<file path="src/hdl/cram_map_pkg.sv">
//----------------------------------------------------------
// Cellular RAM memory map
// Address widths of the chip and of each client, plus the
// prefixes that place every console region in the chip
//----------------------------------------------------------
package cram_map_pkg;

	// Address widths
	localparam int ram_addr_w  = 25;
	localparam int word_addr_w = 24;
	localparam int m68k_addr_w = 20;
	localparam int p2_addr_w   = 24;
	localparam int z80_addr_w  = 19;

	// Word address layout of the chip
	//   000000 - 0FFFFF  P1 ROM
	//   100000 - 8FFFFF  P2 ROM (cartridge)
	//   A00000 - A1FFFF  system ROM
	//   A20000 - A2FFFF  work RAM
	//   A30000 - A3FFFF  backup RAM
	//   F80000 - FFFFFF  Z80 ROM
	localparam logic [23:0] p2rom_base   = 24'h10_0000;
	localparam logic [6:0]  bios_base    = 7'b101_0000;
	localparam logic [7:0]  workram_base = 8'b1010_0010;
	localparam logic [7:0]  backup_base  = 8'b1010_0011;
	localparam logic [4:0]  z80_base     = 5'b1_1111;

	// Region a 68k access falls into
	typedef enum logic [2:0] {
		rgn_workram,
		rgn_backup,
		rgn_p1rom,
		rgn_p2rom,
		rgn_bios
	} m68k_region_t;

endpackage

</file>
<file path="src/hdl/cram_bus_pkg.sv">
//----------------------------------------------------------
// Cellular RAM bus types
// Client request record, arbiter command, PSRAM pin group
// and the access timing of the chip
//----------------------------------------------------------
package cram_bus_pkg;

	import cram_map_pkg::*;

	// Chip timing, in sys_clk cycles
	localparam int wait_cycles     = 3;
	localparam int recovery_cycles = 1;

	// Where returned data goes
	typedef enum logic [2:0] {
		ch_word    = 3'd0,
		ch_backup  = 3'd1,
		ch_z80     = 3'd2,
		ch_prom    = 3'd3,
		ch_workram = 3'd4
	} cram_channel_t;

	// One access as handed to the bus engine
	typedef struct packed {
		logic [ram_addr_w-1:0] addr;
		logic [31:0]           wdata;
		logic [3:0]            be;
		logic                  rnw;
		logic                  wide;
	} cram_cmd_t;

	// Latched 68k request, as_rise marks the end of a bus cycle
	typedef struct packed {
		logic                   as_rise;
		logic [m68k_addr_w-1:0] addr;
		logic [p2_addr_w-1:0]   p2_addr;
		logic [15:0]            wdata;
		logic [1:0]             wr_mask;
		m68k_region_t           wr_region;
		m68k_region_t           rd_region;
	} m68k_req_t;

	typedef struct packed {
		logic [ram_addr_w-1:0] addr;
		logic                  adv_n;
		logic                  ce_n;
		logic                  oe_n;
		logic                  we_n;
		logic                  ub_n;
		logic                  lb_n;
	} psram_pins_t;

endpackage

</file>
<file path="src/hdl/cram_arbiter.sv">
//----------------------------------------------------------
// Cellular RAM arbiter
// Serves host, 68k read, 68k write and Z80 read in fixed
// priority, maps each client address into the chip and
// steers the returned data back to the requesting client
//----------------------------------------------------------
module cram_arbiter
	import cram_map_pkg::*;
	import cram_bus_pkg::*;
(
	input  logic                   sys_clk,
	input  logic                   reset_l_main,
	input  logic                   word_rd,
	input  logic                   word_wr,
	input  logic [word_addr_w-1:0] word_addr,
	input  logic [31:0]            word_data,
	output logic [31:0]            word_q,
	output logic                   word_busy,
	input  logic                   m68k_rd_pend,
	input  logic                   m68k_wr_pend,
	input  m68k_req_t              m68k_req,
	output logic                   m68k_rd_clear,
	output logic                   m68k_wr_clear,
	input  logic                   z80_pend,
	input  logic [z80_addr_w-1:0]  z80_addr,
	output logic                   z80_clear,
	output logic [7:0]             z80_dout,
	output logic [15:0]            prom_data,
	output logic [15:0]            sram_data,
	output logic [15:0]            work_ram,
	output logic                   prom_data_ready,
	output cram_cmd_t              cmd,
	output logic                   cmd_valid,
	input  logic                   cmd_done,
	input  logic [31:0]            rd_data
);

	typedef enum logic [1:0] {st_idle, st_busy, st_done} arb_state_t;

	arb_state_t             state;
	cram_channel_t          channel;
	cram_channel_t          next_ch;
	cram_cmd_t              next_cmd;
	logic                   grant;
	logic                   host_rnw;
	logic [word_addr_w-1:0] host_addr;
	logic [31:0]            host_data;
	logic                   z80_odd;

	// Priority pick and address translation
	always_comb begin
		grant    = 1'b1;
		next_ch  = ch_word;
		next_cmd = '0;
		next_cmd.be  = 4'hf;
		next_cmd.rnw = 1'b1;
		if (word_busy) begin
			next_cmd.addr  = {1'b0, host_addr[word_addr_w-1:1], 1'b0};
			next_cmd.wdata = host_data;
			next_cmd.rnw   = host_rnw;
			next_cmd.wide  = 1'b1;
		end else if (m68k_rd_pend) begin
			next_ch = ch_prom;
			case (m68k_req.rd_region)
				rgn_workram: begin
					next_cmd.addr = {1'b0, workram_base, m68k_req.addr[14:0], 1'b0};
					next_ch       = ch_workram;
				end
				rgn_backup: begin
					next_cmd.addr = {1'b0, backup_base, m68k_req.addr[14:0], 1'b0};
					next_ch       = ch_backup;
				end
				rgn_p1rom:
					next_cmd.addr = {5'b0, m68k_req.addr[18:0], 1'b0};
				rgn_p2rom:
					next_cmd.addr = {2'b0, m68k_req.p2_addr[21:0], 1'b0} + {1'b0, p2rom_base};
				default:
					next_cmd.addr = {1'b0, bios_base, m68k_req.addr[15:0], 1'b0};
			endcase
		end else if (m68k_wr_pend) begin
			if (m68k_req.wr_region == rgn_backup) begin
				next_cmd.addr = {1'b0, backup_base, m68k_req.addr[14:0], 1'b0};
				next_ch       = ch_backup;
			end else begin
				next_cmd.addr = {1'b0, workram_base, m68k_req.addr[14:0], 1'b0};
				next_ch       = ch_workram;
			end
			next_cmd.wdata = {2{m68k_req.wdata}};
			next_cmd.be    = {2{m68k_req.wr_mask}};
			next_cmd.rnw   = 1'b0;
		end else if (z80_pend) begin
			next_cmd.addr = {1'b0, z80_base, z80_addr[z80_addr_w-1:1], 1'b0};
			next_ch       = ch_z80;
		end else begin
			grant = 1'b0;
		end
	end

	always_ff @(posedge sys_clk or negedge reset_l_main) begin
		if (!reset_l_main) begin
			state           <= st_idle;
			channel         <= ch_word;
			cmd_valid       <= 1'b0;
			word_busy       <= 1'b0;
			prom_data_ready <= 1'b0;
			m68k_rd_clear   <= 1'b0;
			m68k_wr_clear   <= 1'b0;
			z80_clear       <= 1'b0;
		end else begin
			cmd_valid     <= 1'b0;
			m68k_rd_clear <= 1'b0;
			m68k_wr_clear <= 1'b0;
			z80_clear     <= 1'b0;
			if (m68k_req.as_rise)
				prom_data_ready <= 1'b0;
			if (word_rd || word_wr)
				word_busy <= 1'b1;
			case (state)
				st_idle: begin
					if (grant) begin
						state     <= st_busy;
						channel   <= next_ch;
						cmd_valid <= 1'b1;
						// Write data now sits in cmd, so the 68k may queue the next one
						m68k_wr_clear <= !next_cmd.rnw && next_ch != ch_word;
					end
				end
				st_busy: begin
					if (cmd_done) begin
						state <= st_done;
						case (channel)
							ch_word:
								word_busy <= 1'b0;
							ch_z80:
								z80_clear <= 1'b1;
							default: begin
								if (cmd.rnw) begin
									m68k_rd_clear   <= 1'b1;
									prom_data_ready <= 1'b1;
								end
							end
						endcase
					end
				end
				// Gives the captures a cycle to drop their flags
				default:
					state <= st_idle;
			endcase
		end
	end

	always_ff @(posedge sys_clk) begin
		if (word_rd || word_wr) begin
			host_rnw  <= word_rd;
			host_addr <= word_addr;
			host_data <= word_data;
		end
		if (state == st_idle && grant) begin
			cmd     <= next_cmd;
			z80_odd <= z80_addr[0];
		end
		if (state == st_busy && cmd_done && cmd.rnw) begin
			case (channel)
				ch_word:    word_q    <= rd_data;
				ch_backup:  sram_data <= rd_data[15:0];
				ch_workram: work_ram  <= rd_data[15:0];
				ch_z80:     z80_dout  <= z80_odd ? rd_data[15:8] : rd_data[7:0];
				default:    prom_data <= rd_data[15:0];
			endcase
		end
	end

	// The bus engine only reports back on an issued command
	a_done_while_busy: assert property (
		@(posedge sys_clk) disable iff (!reset_l_main)
		cmd_done |-> state == st_busy);

endmodule

</file>
<file path="src/hdl/cram_subsystem_top.sv">
//----------------------------------------------------------
// Cellular RAM subsystem
// Client request captures, arbiter and PSRAM bus engine
// sharing one 16-bit chip
//----------------------------------------------------------
module cram_subsystem_top
	import cram_map_pkg::*;
	import cram_bus_pkg::*;
(
	input  logic                   sys_clk,
	input  logic                   reset_l_main,
	input  logic                   core_run,
	// Host word port
	input  logic                   word_rd,
	input  logic                   word_wr,
	input  logic [word_addr_w-1:0] word_addr,
	input  logic [31:0]            word_data,
	output logic [31:0]            word_q,
	output logic                   word_busy,
	// 68k bus
	input  logic [m68k_addr_w-1:0] m68k_addr,
	input  logic [p2_addr_w-1:0]   p2rom_addr,
	input  logic [15:0]            m68k_data,
	input  logic                   n_as,
	input  logic                   n_romoe,
	input  logic                   n_portoe,
	input  logic                   n_sromoe,
	input  logic                   n_sramoe,
	input  logic                   n_workram,
	input  logic                   n_bwl,
	input  logic                   n_bwu,
	input  logic                   n_wwl,
	input  logic                   n_wwu,
	output logic [15:0]            prom_data,
	output logic [15:0]            sram_data,
	output logic [15:0]            work_ram,
	output logic                   prom_data_ready,
	// Z80 bus
	input  logic [z80_addr_w-1:0]  z80_addr,
	input  logic                   n_sdmrd,
	input  logic                   n_sdrom,
	output logic [7:0]             z80_dout,
	output logic                   z80_ready,
	// PSRAM chip
	output psram_pins_t            pins,
	output logic [15:0]            dq_out,
	output logic                   dq_oe,
	input  logic [15:0]            dq_in
);

	logic        m68k_rd_pend;
	logic        m68k_wr_pend;
	logic        m68k_rd_clear;
	logic        m68k_wr_clear;
	m68k_req_t   m68k_req;
	logic        z80_pend;
	logic        z80_clear;
	cram_cmd_t   cmd;
	logic        cmd_valid;
	logic        cmd_done;
	logic [31:0] rd_data;

	m68k_request_capture u_m68k_capture (
		.sys_clk      (sys_clk),
		.reset_l_main (reset_l_main),
		.core_run     (core_run),
		.m68k_addr    (m68k_addr),
		.p2rom_addr   (p2rom_addr),
		.m68k_data    (m68k_data),
		.n_as         (n_as),
		.n_romoe      (n_romoe),
		.n_portoe     (n_portoe),
		.n_sromoe     (n_sromoe),
		.n_sramoe     (n_sramoe),
		.n_workram    (n_workram),
		.n_bwl        (n_bwl),
		.n_bwu        (n_bwu),
		.n_wwl        (n_wwl),
		.n_wwu        (n_wwu),
		.rd_clear     (m68k_rd_clear),
		.wr_clear     (m68k_wr_clear),
		.rd_pend      (m68k_rd_pend),
		.wr_pend      (m68k_wr_pend),
		.req          (m68k_req)
	);

	z80_request_capture u_z80_capture (
		.sys_clk      (sys_clk),
		.reset_l_main (reset_l_main),
		.core_run     (core_run),
		.n_sdmrd      (n_sdmrd),
		.n_sdrom      (n_sdrom),
		.clear        (z80_clear),
		.pend         (z80_pend),
		.z80_ready    (z80_ready)
	);

	cram_arbiter u_arbiter (
		.sys_clk         (sys_clk),
		.reset_l_main    (reset_l_main),
		.word_rd         (word_rd),
		.word_wr         (word_wr),
		.word_addr       (word_addr),
		.word_data       (word_data),
		.word_q          (word_q),
		.word_busy       (word_busy),
		.m68k_rd_pend    (m68k_rd_pend),
		.m68k_wr_pend    (m68k_wr_pend),
		.m68k_req        (m68k_req),
		.m68k_rd_clear   (m68k_rd_clear),
		.m68k_wr_clear   (m68k_wr_clear),
		.z80_pend        (z80_pend),
		.z80_addr        (z80_addr),
		.z80_clear       (z80_clear),
		.z80_dout        (z80_dout),
		.prom_data       (prom_data),
		.sram_data       (sram_data),
		.work_ram        (work_ram),
		.prom_data_ready (prom_data_ready),
		.cmd             (cmd),
		.cmd_valid       (cmd_valid),
		.cmd_done        (cmd_done),
		.rd_data         (rd_data)
	);

	psram_phy u_phy (
		.sys_clk      (sys_clk),
		.reset_l_main (reset_l_main),
		.cmd          (cmd),
		.cmd_valid    (cmd_valid),
		.cmd_done     (cmd_done),
		.rd_data      (rd_data),
		.pins         (pins),
		.dq_out       (dq_out),
		.dq_oe        (dq_oe),
		.dq_in        (dq_in)
	);

endmodule

</file>
<file path="src/hdl/m68k_request_capture.sv">
//----------------------------------------------------------
// 68k request capture
// Detects the start of 68k reads and writes from the chip
// selects and write strobes, latches address and data and
// keeps a pending flag per direction for the arbiter
//----------------------------------------------------------
module m68k_request_capture
	import cram_map_pkg::*;
	import cram_bus_pkg::*;
(
	input  logic                   sys_clk,
	input  logic                   reset_l_main,
	input  logic                   core_run,
	input  logic [m68k_addr_w-1:0] m68k_addr,
	input  logic [p2_addr_w-1:0]   p2rom_addr,
	input  logic [15:0]            m68k_data,
	input  logic                   n_as,
	input  logic                   n_romoe,
	input  logic                   n_portoe,
	input  logic                   n_sromoe,
	input  logic                   n_sramoe,
	input  logic                   n_workram,
	input  logic                   n_bwl,
	input  logic                   n_bwu,
	input  logic                   n_wwl,
	input  logic                   n_wwu,
	input  logic                   rd_clear,
	input  logic                   wr_clear,
	output logic                   rd_pend,
	output logic                   wr_pend,
	output m68k_req_t              req
);

	logic                   rd_sig;
	logic                   wr_sig;
	logic                   rd_sig_q;
	logic                   wr_sig_q;
	logic                   n_as_q;
	logic                   rd_edge;
	logic                   wr_edge;
	logic                   wr_backup;
	logic                   as_rise;
	m68k_region_t           rd_region;
	logic [m68k_addr_w-1:0] lat_addr;
	logic [p2_addr_w-1:0]   lat_p2;
	logic [15:0]            lat_data;
	logic [1:0]             lat_mask;
	m68k_region_t           lat_wr_region;
	m68k_region_t           lat_rd_region;

	assign rd_sig    = ~&{n_romoe, n_portoe, n_sromoe, n_sramoe, n_workram};
	assign wr_sig    = ~&{n_bwl, n_bwu, n_wwl, n_wwu};
	assign rd_edge   = core_run && rd_sig && !rd_sig_q;
	assign wr_edge   = core_run && wr_sig && !wr_sig_q;
	assign wr_backup = ~&{n_bwl, n_bwu};

	// Work RAM select wins, the system ROM is what is left
	always_comb begin
		casez ({n_workram, n_sramoe, n_romoe, n_portoe})
			4'b0???: rd_region = rgn_workram;
			4'b10??: rd_region = rgn_backup;
			4'b110?: rd_region = rgn_p1rom;
			4'b1110: rd_region = rgn_p2rom;
			default: rd_region = rgn_bios;
		endcase
	end

	always_ff @(posedge sys_clk or negedge reset_l_main) begin
		if (!reset_l_main) begin
			rd_sig_q <= 1'b0;
			wr_sig_q <= 1'b0;
			n_as_q   <= 1'b1;
			as_rise  <= 1'b0;
			rd_pend  <= 1'b0;
			wr_pend  <= 1'b0;
		end else if (!core_run) begin
			// Console held in reset, drop anything outstanding
			rd_sig_q <= 1'b0;
			wr_sig_q <= 1'b0;
			n_as_q   <= 1'b1;
			as_rise  <= 1'b0;
			rd_pend  <= 1'b0;
			wr_pend  <= 1'b0;
		end else begin
			rd_sig_q <= rd_sig;
			wr_sig_q <= wr_sig;
			n_as_q   <= n_as;
			as_rise  <= n_as && !n_as_q;
			// A fresh edge takes priority over a clear in the same cycle
			if (rd_clear)
				rd_pend <= 1'b0;
			if (rd_edge)
				rd_pend <= 1'b1;
			if (wr_clear)
				wr_pend <= 1'b0;
			if (wr_edge)
				wr_pend <= 1'b1;
		end
	end

	// Address is taken with the strobe edge that opens the request
	always_ff @(posedge sys_clk) begin
		if (rd_edge) begin
			lat_addr      <= m68k_addr;
			lat_p2        <= p2rom_addr;
			lat_rd_region <= rd_region;
		end
		if (wr_edge) begin
			lat_addr      <= m68k_addr;
			lat_data      <= m68k_data;
			lat_mask      <= wr_backup ? {~n_bwu, ~n_bwl} : {~n_wwu, ~n_wwl};
			lat_wr_region <= wr_backup ? rgn_backup : rgn_workram;
		end
	end

	assign req = '{as_rise: as_rise, addr: lat_addr, p2_addr: lat_p2, wdata: lat_data,
		wr_mask: lat_mask, wr_region: lat_wr_region, rd_region: lat_rd_region};

	// Arbiter only completes reads that were requested
	a_rd_clear_pending: assert property (
		@(posedge sys_clk) disable iff (!reset_l_main) rd_clear |-> rd_pend);

endmodule

</file>
<file path="src/hdl/psram_phy.sv">
//----------------------------------------------------------
// PSRAM bus engine
// Runs one asynchronous access on the chip: address latch,
// access wait, one or two data beats and recovery, then
// reports completion with the read data
//----------------------------------------------------------
module psram_phy
	import cram_map_pkg::*;
	import cram_bus_pkg::*;
(
	input  logic        sys_clk,
	input  logic        reset_l_main,
	input  cram_cmd_t   cmd,
	input  logic        cmd_valid,
	output logic        cmd_done,
	output logic [31:0] rd_data,
	output psram_pins_t pins,
	output logic [15:0] dq_out,
	output logic        dq_oe,
	input  logic [15:0] dq_in
);

	typedef enum logic [2:0] {ph_idle, ph_addr, ph_wait, ph_beat, ph_rec} phase_t;

	phase_t    phase;
	logic [1:0] cnt;
	logic       beat;
	cram_cmd_t  cmd_q;
	logic       in_beat;

	assign in_beat = phase == ph_beat;

	always_ff @(posedge sys_clk or negedge reset_l_main) begin
		if (!reset_l_main) begin
			phase <= ph_idle;
			cnt   <= 2'd0;
			beat  <= 1'b0;
		end else begin
			case (phase)
				ph_idle: begin
					if (cmd_valid)
						phase <= ph_addr;
				end
				ph_addr: begin
					phase <= ph_wait;
					cnt   <= 2'd0;
				end
				ph_wait: begin
					if (cnt == 2'(wait_cycles - 1)) begin
						phase <= ph_beat;
						beat  <= 1'b0;
					end else begin
						cnt <= cnt + 2'd1;
					end
				end
				ph_beat: begin
					// Wide access takes the high word on a second beat
					if (cmd_q.wide && !beat) begin
						beat <= 1'b1;
					end else begin
						phase <= ph_rec;
						cnt   <= 2'd0;
					end
				end
				default: begin
					if (cnt == 2'(recovery_cycles - 1))
						phase <= ph_idle;
					else
						cnt <= cnt + 2'd1;
				end
			endcase
		end
	end

	always_ff @(posedge sys_clk) begin
		if (phase == ph_idle && cmd_valid)
			cmd_q <= cmd;
		if (in_beat && cmd_q.rnw) begin
			if (beat)
				rd_data[31:16] <= dq_in;
			else
				rd_data[15:0] <= dq_in;
		end
	end

	assign cmd_done = phase == ph_rec && cnt == 2'(recovery_cycles - 1);

	// Second beat addresses the odd word of the pair
	assign pins.addr  = in_beat ? {cmd_q.addr[ram_addr_w-1:1], beat} : cmd_q.addr;
	assign pins.adv_n = phase != ph_addr;
	assign pins.ce_n  = !(phase inside {ph_addr, ph_wait, ph_beat});
	assign pins.oe_n  = !(in_beat && cmd_q.rnw);
	assign pins.we_n  = !(in_beat && !cmd_q.rnw);
	assign pins.ub_n  = !(in_beat && cmd_q.be[{beat, 1'b1}]);
	assign pins.lb_n  = !(in_beat && cmd_q.be[{beat, 1'b0}]);

	assign dq_oe  = in_beat && !cmd_q.rnw;
	assign dq_out = beat ? cmd_q.wdata[31:16] : cmd_q.wdata[15:0];

	// One access on the chip at a time, a command arriving mid-access is lost
	a_cmd_while_idle: assert property (
		@(posedge sys_clk) disable iff (!reset_l_main)
		cmd_valid |-> phase == ph_idle);

endmodule

</file>
<file path="src/hdl/z80_request_capture.sv">
//----------------------------------------------------------
// Z80 request capture
// Starts a ROM read when both Z80 strobes go low and holds
// the CPU off with the ready level until data is back
//----------------------------------------------------------
module z80_request_capture (
	input  logic sys_clk,
	input  logic reset_l_main,
	input  logic core_run,
	input  logic n_sdmrd,
	input  logic n_sdrom,
	input  logic clear,
	output logic pend,
	output logic z80_ready
);

	logic rd_sig;
	logic rd_sig_q;

	assign rd_sig = !n_sdmrd && !n_sdrom;

	always_ff @(posedge sys_clk or negedge reset_l_main) begin
		if (!reset_l_main) begin
			rd_sig_q  <= 1'b0;
			pend      <= 1'b0;
			z80_ready <= 1'b1;
		end else if (!core_run) begin
			rd_sig_q  <= 1'b0;
			pend      <= 1'b0;
			z80_ready <= 1'b1;
		end else begin
			rd_sig_q <= rd_sig;
			if (clear) begin
				pend      <= 1'b0;
				z80_ready <= 1'b1;
			end
			// New read, stall the CPU right away
			if (rd_sig && !rd_sig_q) begin
				pend      <= 1'b1;
				z80_ready <= 1'b0;
			end
		end
	end

	// Arbiter only releases a CPU that it holds
	a_clear_while_stalled: assert property (
		@(posedge sys_clk) disable iff (!reset_l_main) clear |-> !z80_ready);

endmodule

</file>
<file path="config.mk">
export PLATFORM = sky130hd
export DESIGN_NAME = cram_subsystem_top
export DESIGN_NICKNAME = d
export VERILOG_FILES = /design/src/hdl/cram_map_pkg.sv /design/src/hdl/cram_bus_pkg.sv /design/src/hdl/cram_arbiter.sv /design/src/hdl/cram_subsystem_top.sv /design/src/hdl/m68k_request_capture.sv /design/src/hdl/psram_phy.sv /design/src/hdl/z80_request_capture.sv
export SDC_FILE = /design/constraint.sdc
export NUM_CORES = 1
export LEC_CHECK = 0
export BUFFER_PORTS_ARGS = -buffer_cell sky130_fd_sc_hd__buf_4
export CAP_MARGIN = 20
export CORE_ASPECT_RATIO = 1.25
export CORE_MARGIN = 3
export CORE_UTILIZATION = 30
export CTS_BUF_LIST = sky130_fd_sc_hd__clkbuf_8
export DETAILED_ROUTE_END_ITERATION = 7
export HOLD_SLACK_MARGIN = 0.08
export PLACE_DENSITY = 0.54
export SYNTH_ARGS = -nofsm -noshare
export SYNTH_HDL_FRONTEND = slang
export SYNTH_SLANG_ARGS = --single-unit
</file>
<file path="constraint.sdc">
create_clock -name sys_clk -period 21.5 [get_ports sys_clk]
set_input_delay 2.15 -clock sys_clk [delete_from_list [all_inputs] [get_ports sys_clk]]
set_output_delay 2.15 -clock sys_clk [all_outputs]
set_load 0.01 [all_outputs]
</file>
==> flow_summary.yaml, run 1 <==
placement:
  port_buffers: 301
  globalplace.congestion: 0.7735
  placed_area_sq_um: 16550
  dp_hpwl_mm: 22.48
die:
  core_area_sq_um: 45390
  die_x_um: 198.1
  num_io_pins: 307
  die_area_sq_um: 48750
  fp.dieH_um: 246.1
  initial_core_util_pct: 30.48
  rows: 87
synthesis:
  synthCells: 735
  synth_edf_count: 358
  yosysTopAreaCell: "edfxtp_1"
  synth_fp_nets: 906
  async_flop_share_pct: 6.771
  yosysWarningCount: 0
  syn_area_sq_um: 13840
  ys_ff_latch: 384
  yosysSeqAreaShare_pct: 82.42
  ys.flop_type: "edfxtp_1"
  synth_top_area_share_pct: 77.70
  ys_types: 61
  avgSynthCellArea_sq_um: 18.82
  synth_area_leaders: "edfxtp_1 78%, dfrtp_1 4.3%, a22o_1 2.1%"
finish:
  design_area_sq_um: 17850
  final_cell_mix: "358 x edfxtp_1, 312 x buf_4, 70 x clkbuf_8"
  drive_gt1_share_pct: 41.22
  final_core_util_pct: 39.32
  nets: 1221
  areaGrowthSynthToFinish_pct: 28.99
  layout_commonest_cell: "edfxtp_1"
power:
  power.share.clock_pct: 35.3
  switching_power_w: 0.0004418
  combPwrFrac_pct: 11.8
  total_leakage_power_nw: 6.611
  powerDensity_nw_per_um2: 101.3
  intPower_w: 0.001366
  p_sw_share_pct: 24.43
  p_seq_share_pct: 52.9
  ir_drop_mv: 0.04982
clocking:
  path_clk_slew_ns: 0.06
  cts_buffers: 59
  cts_tree: "built"
  clockBufferDepth: 3
  cts_sinks: 384
  insertion_delay_ns: 0.63
  clockRootBuffer: "clkbuf_8"
  cts_setup_buffers: 0
  cts_hold_buf: 0
  h-tree-depth: 2
  cts_resized: 0
drt:
  avgRoutedWirePerCell_um: 19.46
  viasPerCell: 4.471
  drtPass1Iterations: 5
  ant_nets: 0
  wl_mm: 32.80
  drc: 0
  drtIter0Drc: 350
  dr_total_vias: 7534
sta:
  finClkSkew_ns: 0.01978
  report.final.slew_viol_count: 0
  slew-limit-headroom_pct: 29.69
  finalHoldViolations: 0
  setup_violations: 0
  rsz0062_at_grt: "no"
  holdWs_ns: 0.4111
  period_share_pct: 20.10
  timing.fmax_ghz: 0.2314
  fin_tns_setup_ns: 0
  period_needed_ns: 4.321
  worstMarginPinSlew_ns: 1.055
critical_path:
  crit_type: "flop to output port"
  crit_path_max_fanout: 22
  end_kind: "output port"
  startpoint_type: "flop"
  crit_slowest_cell: "dfrtp_1"
  cpPeakStageDelay_ns: 0.97
  critical_path_required_ns: 19.35
  path_buf_inv: 1
  timing.critical_path.cells: "mux2_2 -> buf_4"
  worstPathArrival_ns: 2.17
  path_delay_family: "flip-flops"
flow_run:
  drv_cap: 0
global_routing:
  grt_max_degree: 58
  overflow: 0
  antenna_found_initial: 7
  grt_pass1_vias: 7682
  grt_pass1_wl_mm: 47.52
  grtUsageTotal_pct: 13.05
worst_hold_path:
  min_path_type: "flop to flop"
outcome:
  status: "finished, final reports clean"
[power groups by stage]
stage | clock (W) | sequential, W | combinational [W]
2_1_floorplan | 0 | 0.000954 | 0.000137
3_3_place_gp | 0 | 0.000970 | 0.000216
3_5_place_dp | 0 | 0.000973 | 0.000219
4_1_cts | 0.000666 | 0.000958 | 0.000220
5_1_grt | 0.000701 | 0.000965 | 0.000235
6_report | 0.000639 | 0.000956 | 0.000214
[registers in the layout, indices dropped and copies added (netlist names), 2 cells and up]
signal / flops
u_arbiter.channel: 3
u_arbiter.cmd: 59
u_arbiter.host_addr: 23
u_arbiter.host_data: 32
u_arbiter.prom_data: 16
u_arbiter.sram_data: 16
u_arbiter.state: 2
u_arbiter.word_q: 32
u_arbiter.work_ram: 16
u_arbiter.z80_dout: 8
u_m68k_capture.lat_addr: 19
u_m68k_capture.lat_data: 16
u_m68k_capture.lat_mask: 2
u_m68k_capture.lat_p2: 22
u_m68k_capture.lat_rd_region: 3
u_phy.cmd_q: 59
u_phy.cnt: 2
u_phy.phase: 3
u_phy.rd_data: 32
[cell families after synthesis]
kind of cell	Yosys count	synth area share [%]
compound gates	114	6.439
xor+xnor	1	0.06331
fa+ha+maj	3	0.2713
buf+inv	73	3.283
flops	384	82.42
mux	29	2.315
other cells	1	0.02710
simple gates	130	5.182
[stage by stage]
stage,power [W],instances,setup WS [ns]
floorplan,0.001091,735,14.19
global placement,0.001186,1566,17.22
detailed placement,0.001192,1567,17.27
CTS,0.001844,1677,16.99
global route,0.001901,1684,16.97
finish,0.001808,1685,17.18
[cells in the mapped netlist (all sizes together) (2+ instances only)]
cell type  count
buf           46
edfxtp       358
a21oi         11
nor2          27
clkbuf        13
mux2i          5
nor4b          3
or2            3
and4           2
a32oi         16
nor3           5
nand2b         9
a211oi         2
nor4           2
o21a           4
dfstp          2
nand3         31
nand3b         2
dfrtp         24
nand2         26
a22o          33
and3           3
mux2          24
and2b          2
a31oi          3
inv           14
ha             3
a2bb2oi        2
o22ai          2
o21bai         2
a41oi         15
nor2b          6
and2           5
o211ai         2
o21ai         14
[final timing paths]
check                             startpoint                      end  slack (ns)  cells past startpoint
setup / recovery                  u_phy.beat                dq_out[9]       17.18                      2
hold / removal             u_arbiter.cmd[35]          u_phy.cmd_q[35]        0.41                      0
max in group asynchronous       reset_l_main    u_m68k_capture.n_as_q       19.74                      1
setup reg to reg                u_phy.cnt[0]   u_arbiter.prom_data[9]       18.97                      6
min in group asynchronous       reset_l_main  u_m68k_capture.rd_sig_q        1.44                      1
hold reg to reg            u_arbiter.cmd[35]          u_phy.cmd_q[35]        0.41                      0
[per-layer routing]
metal | vias to the layer above | GRT usage (%) | wire length (um)
met2 | 299 | 21.35 | 15800
met3 | 79 | 3.365 | 2210
met5 | - | 0 | 0
met4 | 0 | 6.435 | 1384
met1 | 3644 | 16.07 | 13400
li1 | 3512 | - | -
[final cells by class]
class	instances	area (sq um)
antenna	8	20.02
clock inverter	40	311.5
timing repair buffer	313	2357
fill	4171	27550
tap	578	723.2
inverter	14	52.55
sequential	384	11400
clock buffer	70	963.4
multi-input combinational	278	2014
Power figures use the tool's default switching activity.
==> run 2: changes to the inputs <==
- PLACE_DENSITY: 0.54 -> 0.56
- clock period: 21.5 -> 3.7 ns (I/O delays scaled with it)
==> run 2 against run 1 <==
Net effect:
- non-clock buffer count is 149 higher
- critical path type unchanged
- critical path depth stayed put
- design area is 7.6% higher
- critical endpoint is now dq_out[1]
- first-iteration DRC count is 3.7% higher
==> flow_summary.yaml, run 2 (synthesis results as in run 1) <==
outcome:
  status: "finished, final reports clean"
sta:
  fin_tns_setup_ns: 0
  timing.fmax_ghz: 0.3901
  slew-limit-headroom_pct: 34.92
  rsz0062_at_grt: "no"
  finClkSkew_ns: 0.02432
  finalHoldViolations: 0
  report.final.slew_viol_count: 0
  setup_violations: 0
  worstMarginPinSlew_ns: 0.9761
  period_share_pct: 69.28
  period_needed_ns: 2.563
global_routing:
  grt_max_degree: 59
  grt_pass1_vias: 8635
  grt_use_met3_pct: 3.638
  grt.met1_usage_pct: 16.23
  met2_usage_pct: 24.56
  grt_pass1_wl_mm: 51.32
  antenna_found_initial: 3
  grt_busiest_layer: "met2"
  overflow: 0
  grtUsageTotal_pct: 13.99
clocking:
  h-tree-depth: 2
  clockBufferDepth: 3
  cts_tree: "built"
  cts_resized: 0
  cts_buffers: 60
  cts_sinks: 384
  clockRootBuffer: "clkbuf_8"
  insertion_delay_ns: 0.63
  cts_hold_buf: 144
  path_clk_slew_ns: 0.06
  cts_setup_buffers: 0
critical_path:
  r2r-end: "u_arbiter.z80_dout[4]"
  rr_worst_depth: 6
  path_buf_inv: 1
  startpoint_type: "flop"
  path_delay_family: "flip-flops"
  timing.critical_path.cells: "mux2_2 -> buf_4"
  critical_path_required_ns: 3.33
  timing.rr.start: "u_phy.cnt[0]"
  r2r_slack_ns: 1.36
  cpPeakStageDelay_ns: 0.98
  crit_path_max_fanout: 22
  crit_slowest_cell: "dfrtp_1"
  crit_type: "flop to output port"
  end_kind: "output port"
  worstPathArrival_ns: 2.19
drt:
  avgRoutedWirePerCell_um: 18.96
  wl_mm: 34.68
  drc: 0
  drtPass1Iterations: 5
  viasPerCell: 4.489
  ant_nets: 0
  drtIter0Drc: 363
  dr_total_vias: 8211
finish:
  layout_commonest_cell: "edfxtp_1"
  final_cell_mix: "358 x edfxtp_1, 318 x buf_4, 144 x dlygate4sd3_1"
  areaGrowthSynthToFinish_pct: 38.74
  final_cells: 1829
  reg.largest.list: "u_arbiter.cmd (59), u_phy.cmd_q (59)"
  nets: 1371
  drive_gt1_share_pct: 35.34
placement:
  globalplace.congestion: 0.7766
  dp_hpwl_mm: 22.58
  dp.cells: 1572
  port_buffers: 301
worst_hold_path:
  hold_path_end: "u_m68k_capture.lat_mask[1]"
  min_path_cells: 2
  hold_path.startpoint: "n_bwu"
  min_path_type: "input pin to flop"
power:
  p_sw_share_pct: 24.91
  ir_drop_mv: 0.2451
  p_seq_share_pct: 53.7
  combPwrFrac_pct: 13.4
  total_leakage_power_nw: 7.199
  switching_power_w: 0.002579
  intPower_w: 0.007775
  power.share.clock_pct: 32.9
  powerDensity_nw_per_um2: 539.4
die:
  fp.dieH_um: 246.1
  initial_core_util_pct: 30.48
  core_area_sq_um: 45390
  num_io_pins: 307
  rows: 87
  die_x_um: 198.1
  die_area_sq_um: 48750
flow_run:
  drv_cap: 0
run 2: area by class of cell:
class,count,area (sq um)
repair buffers,462,3829
diodes,3,7.507
clock inverters,46,266.5
flip-flops and latches,384,11400
clock buffers,64,880.8
well taps,578,723.2
multi-input cells,278,2032
inverters,14,52.55
fillers,4015,26200
run 2: through the flow:
stage	cell area, sq um	total power (W)	setup WS, ns	hold WS, ns	utilization, %
global route	19200	0.01087	0.9713	0.1033	42.29
CTS	19190	0.01054	0.9942	0.08989	42.27
detailed placement	16600	0.006944	1.270	0.3201	36.57
floorplan	13860	0.006338	0.3338	0.07441	-
global placement	16600	0.006907	1.298	0.3140	36.57
finish	19200	0.01035	1.137	0.1613	42.29
run 2: power by group through the flow:
stage	Sequential (W)	Combinational [W]	Clock, W
2_1_floorplan	0.00553	0.000808	0
3_3_place_gp	0.00564	0.00127	0
3_5_place_dp	0.00566	0.00129	0
4_1_cts	0.00557	0.00142	0.00355
5_1_grt	0.00561	0.00153	0.00373
6_report	0.00556	0.00139	0.00341
run 2: how the worst max path moves through the flow:
| stage | startpoint | endpoint | cells past startpoint |
|---|---|---|---|
| final | u_phy.beat | dq_out[1] | 2 |
| after floorplan | u_phy.cnt[0] | u_arbiter.word_q[0] | 6 |
| after CTS | u_phy.beat | dq_out[6] | 2 |
| after detailed placement | u_phy.beat | u_phy.rd_data[25] | 1 |
| after global routing | u_phy.beat | dq_out[1] | 2 |
| after global placement | u_phy.beat | u_phy.rd_data[17] | 1 |
run 2: layer usage:
metal	vias up	part of all wire, %	wire length, um
li1	3802	-	-
met1	4022	39	13560
met2	301	51	17690
met3	86	6.1	2132
met4	0	3.7	1296
met5	-	0	0
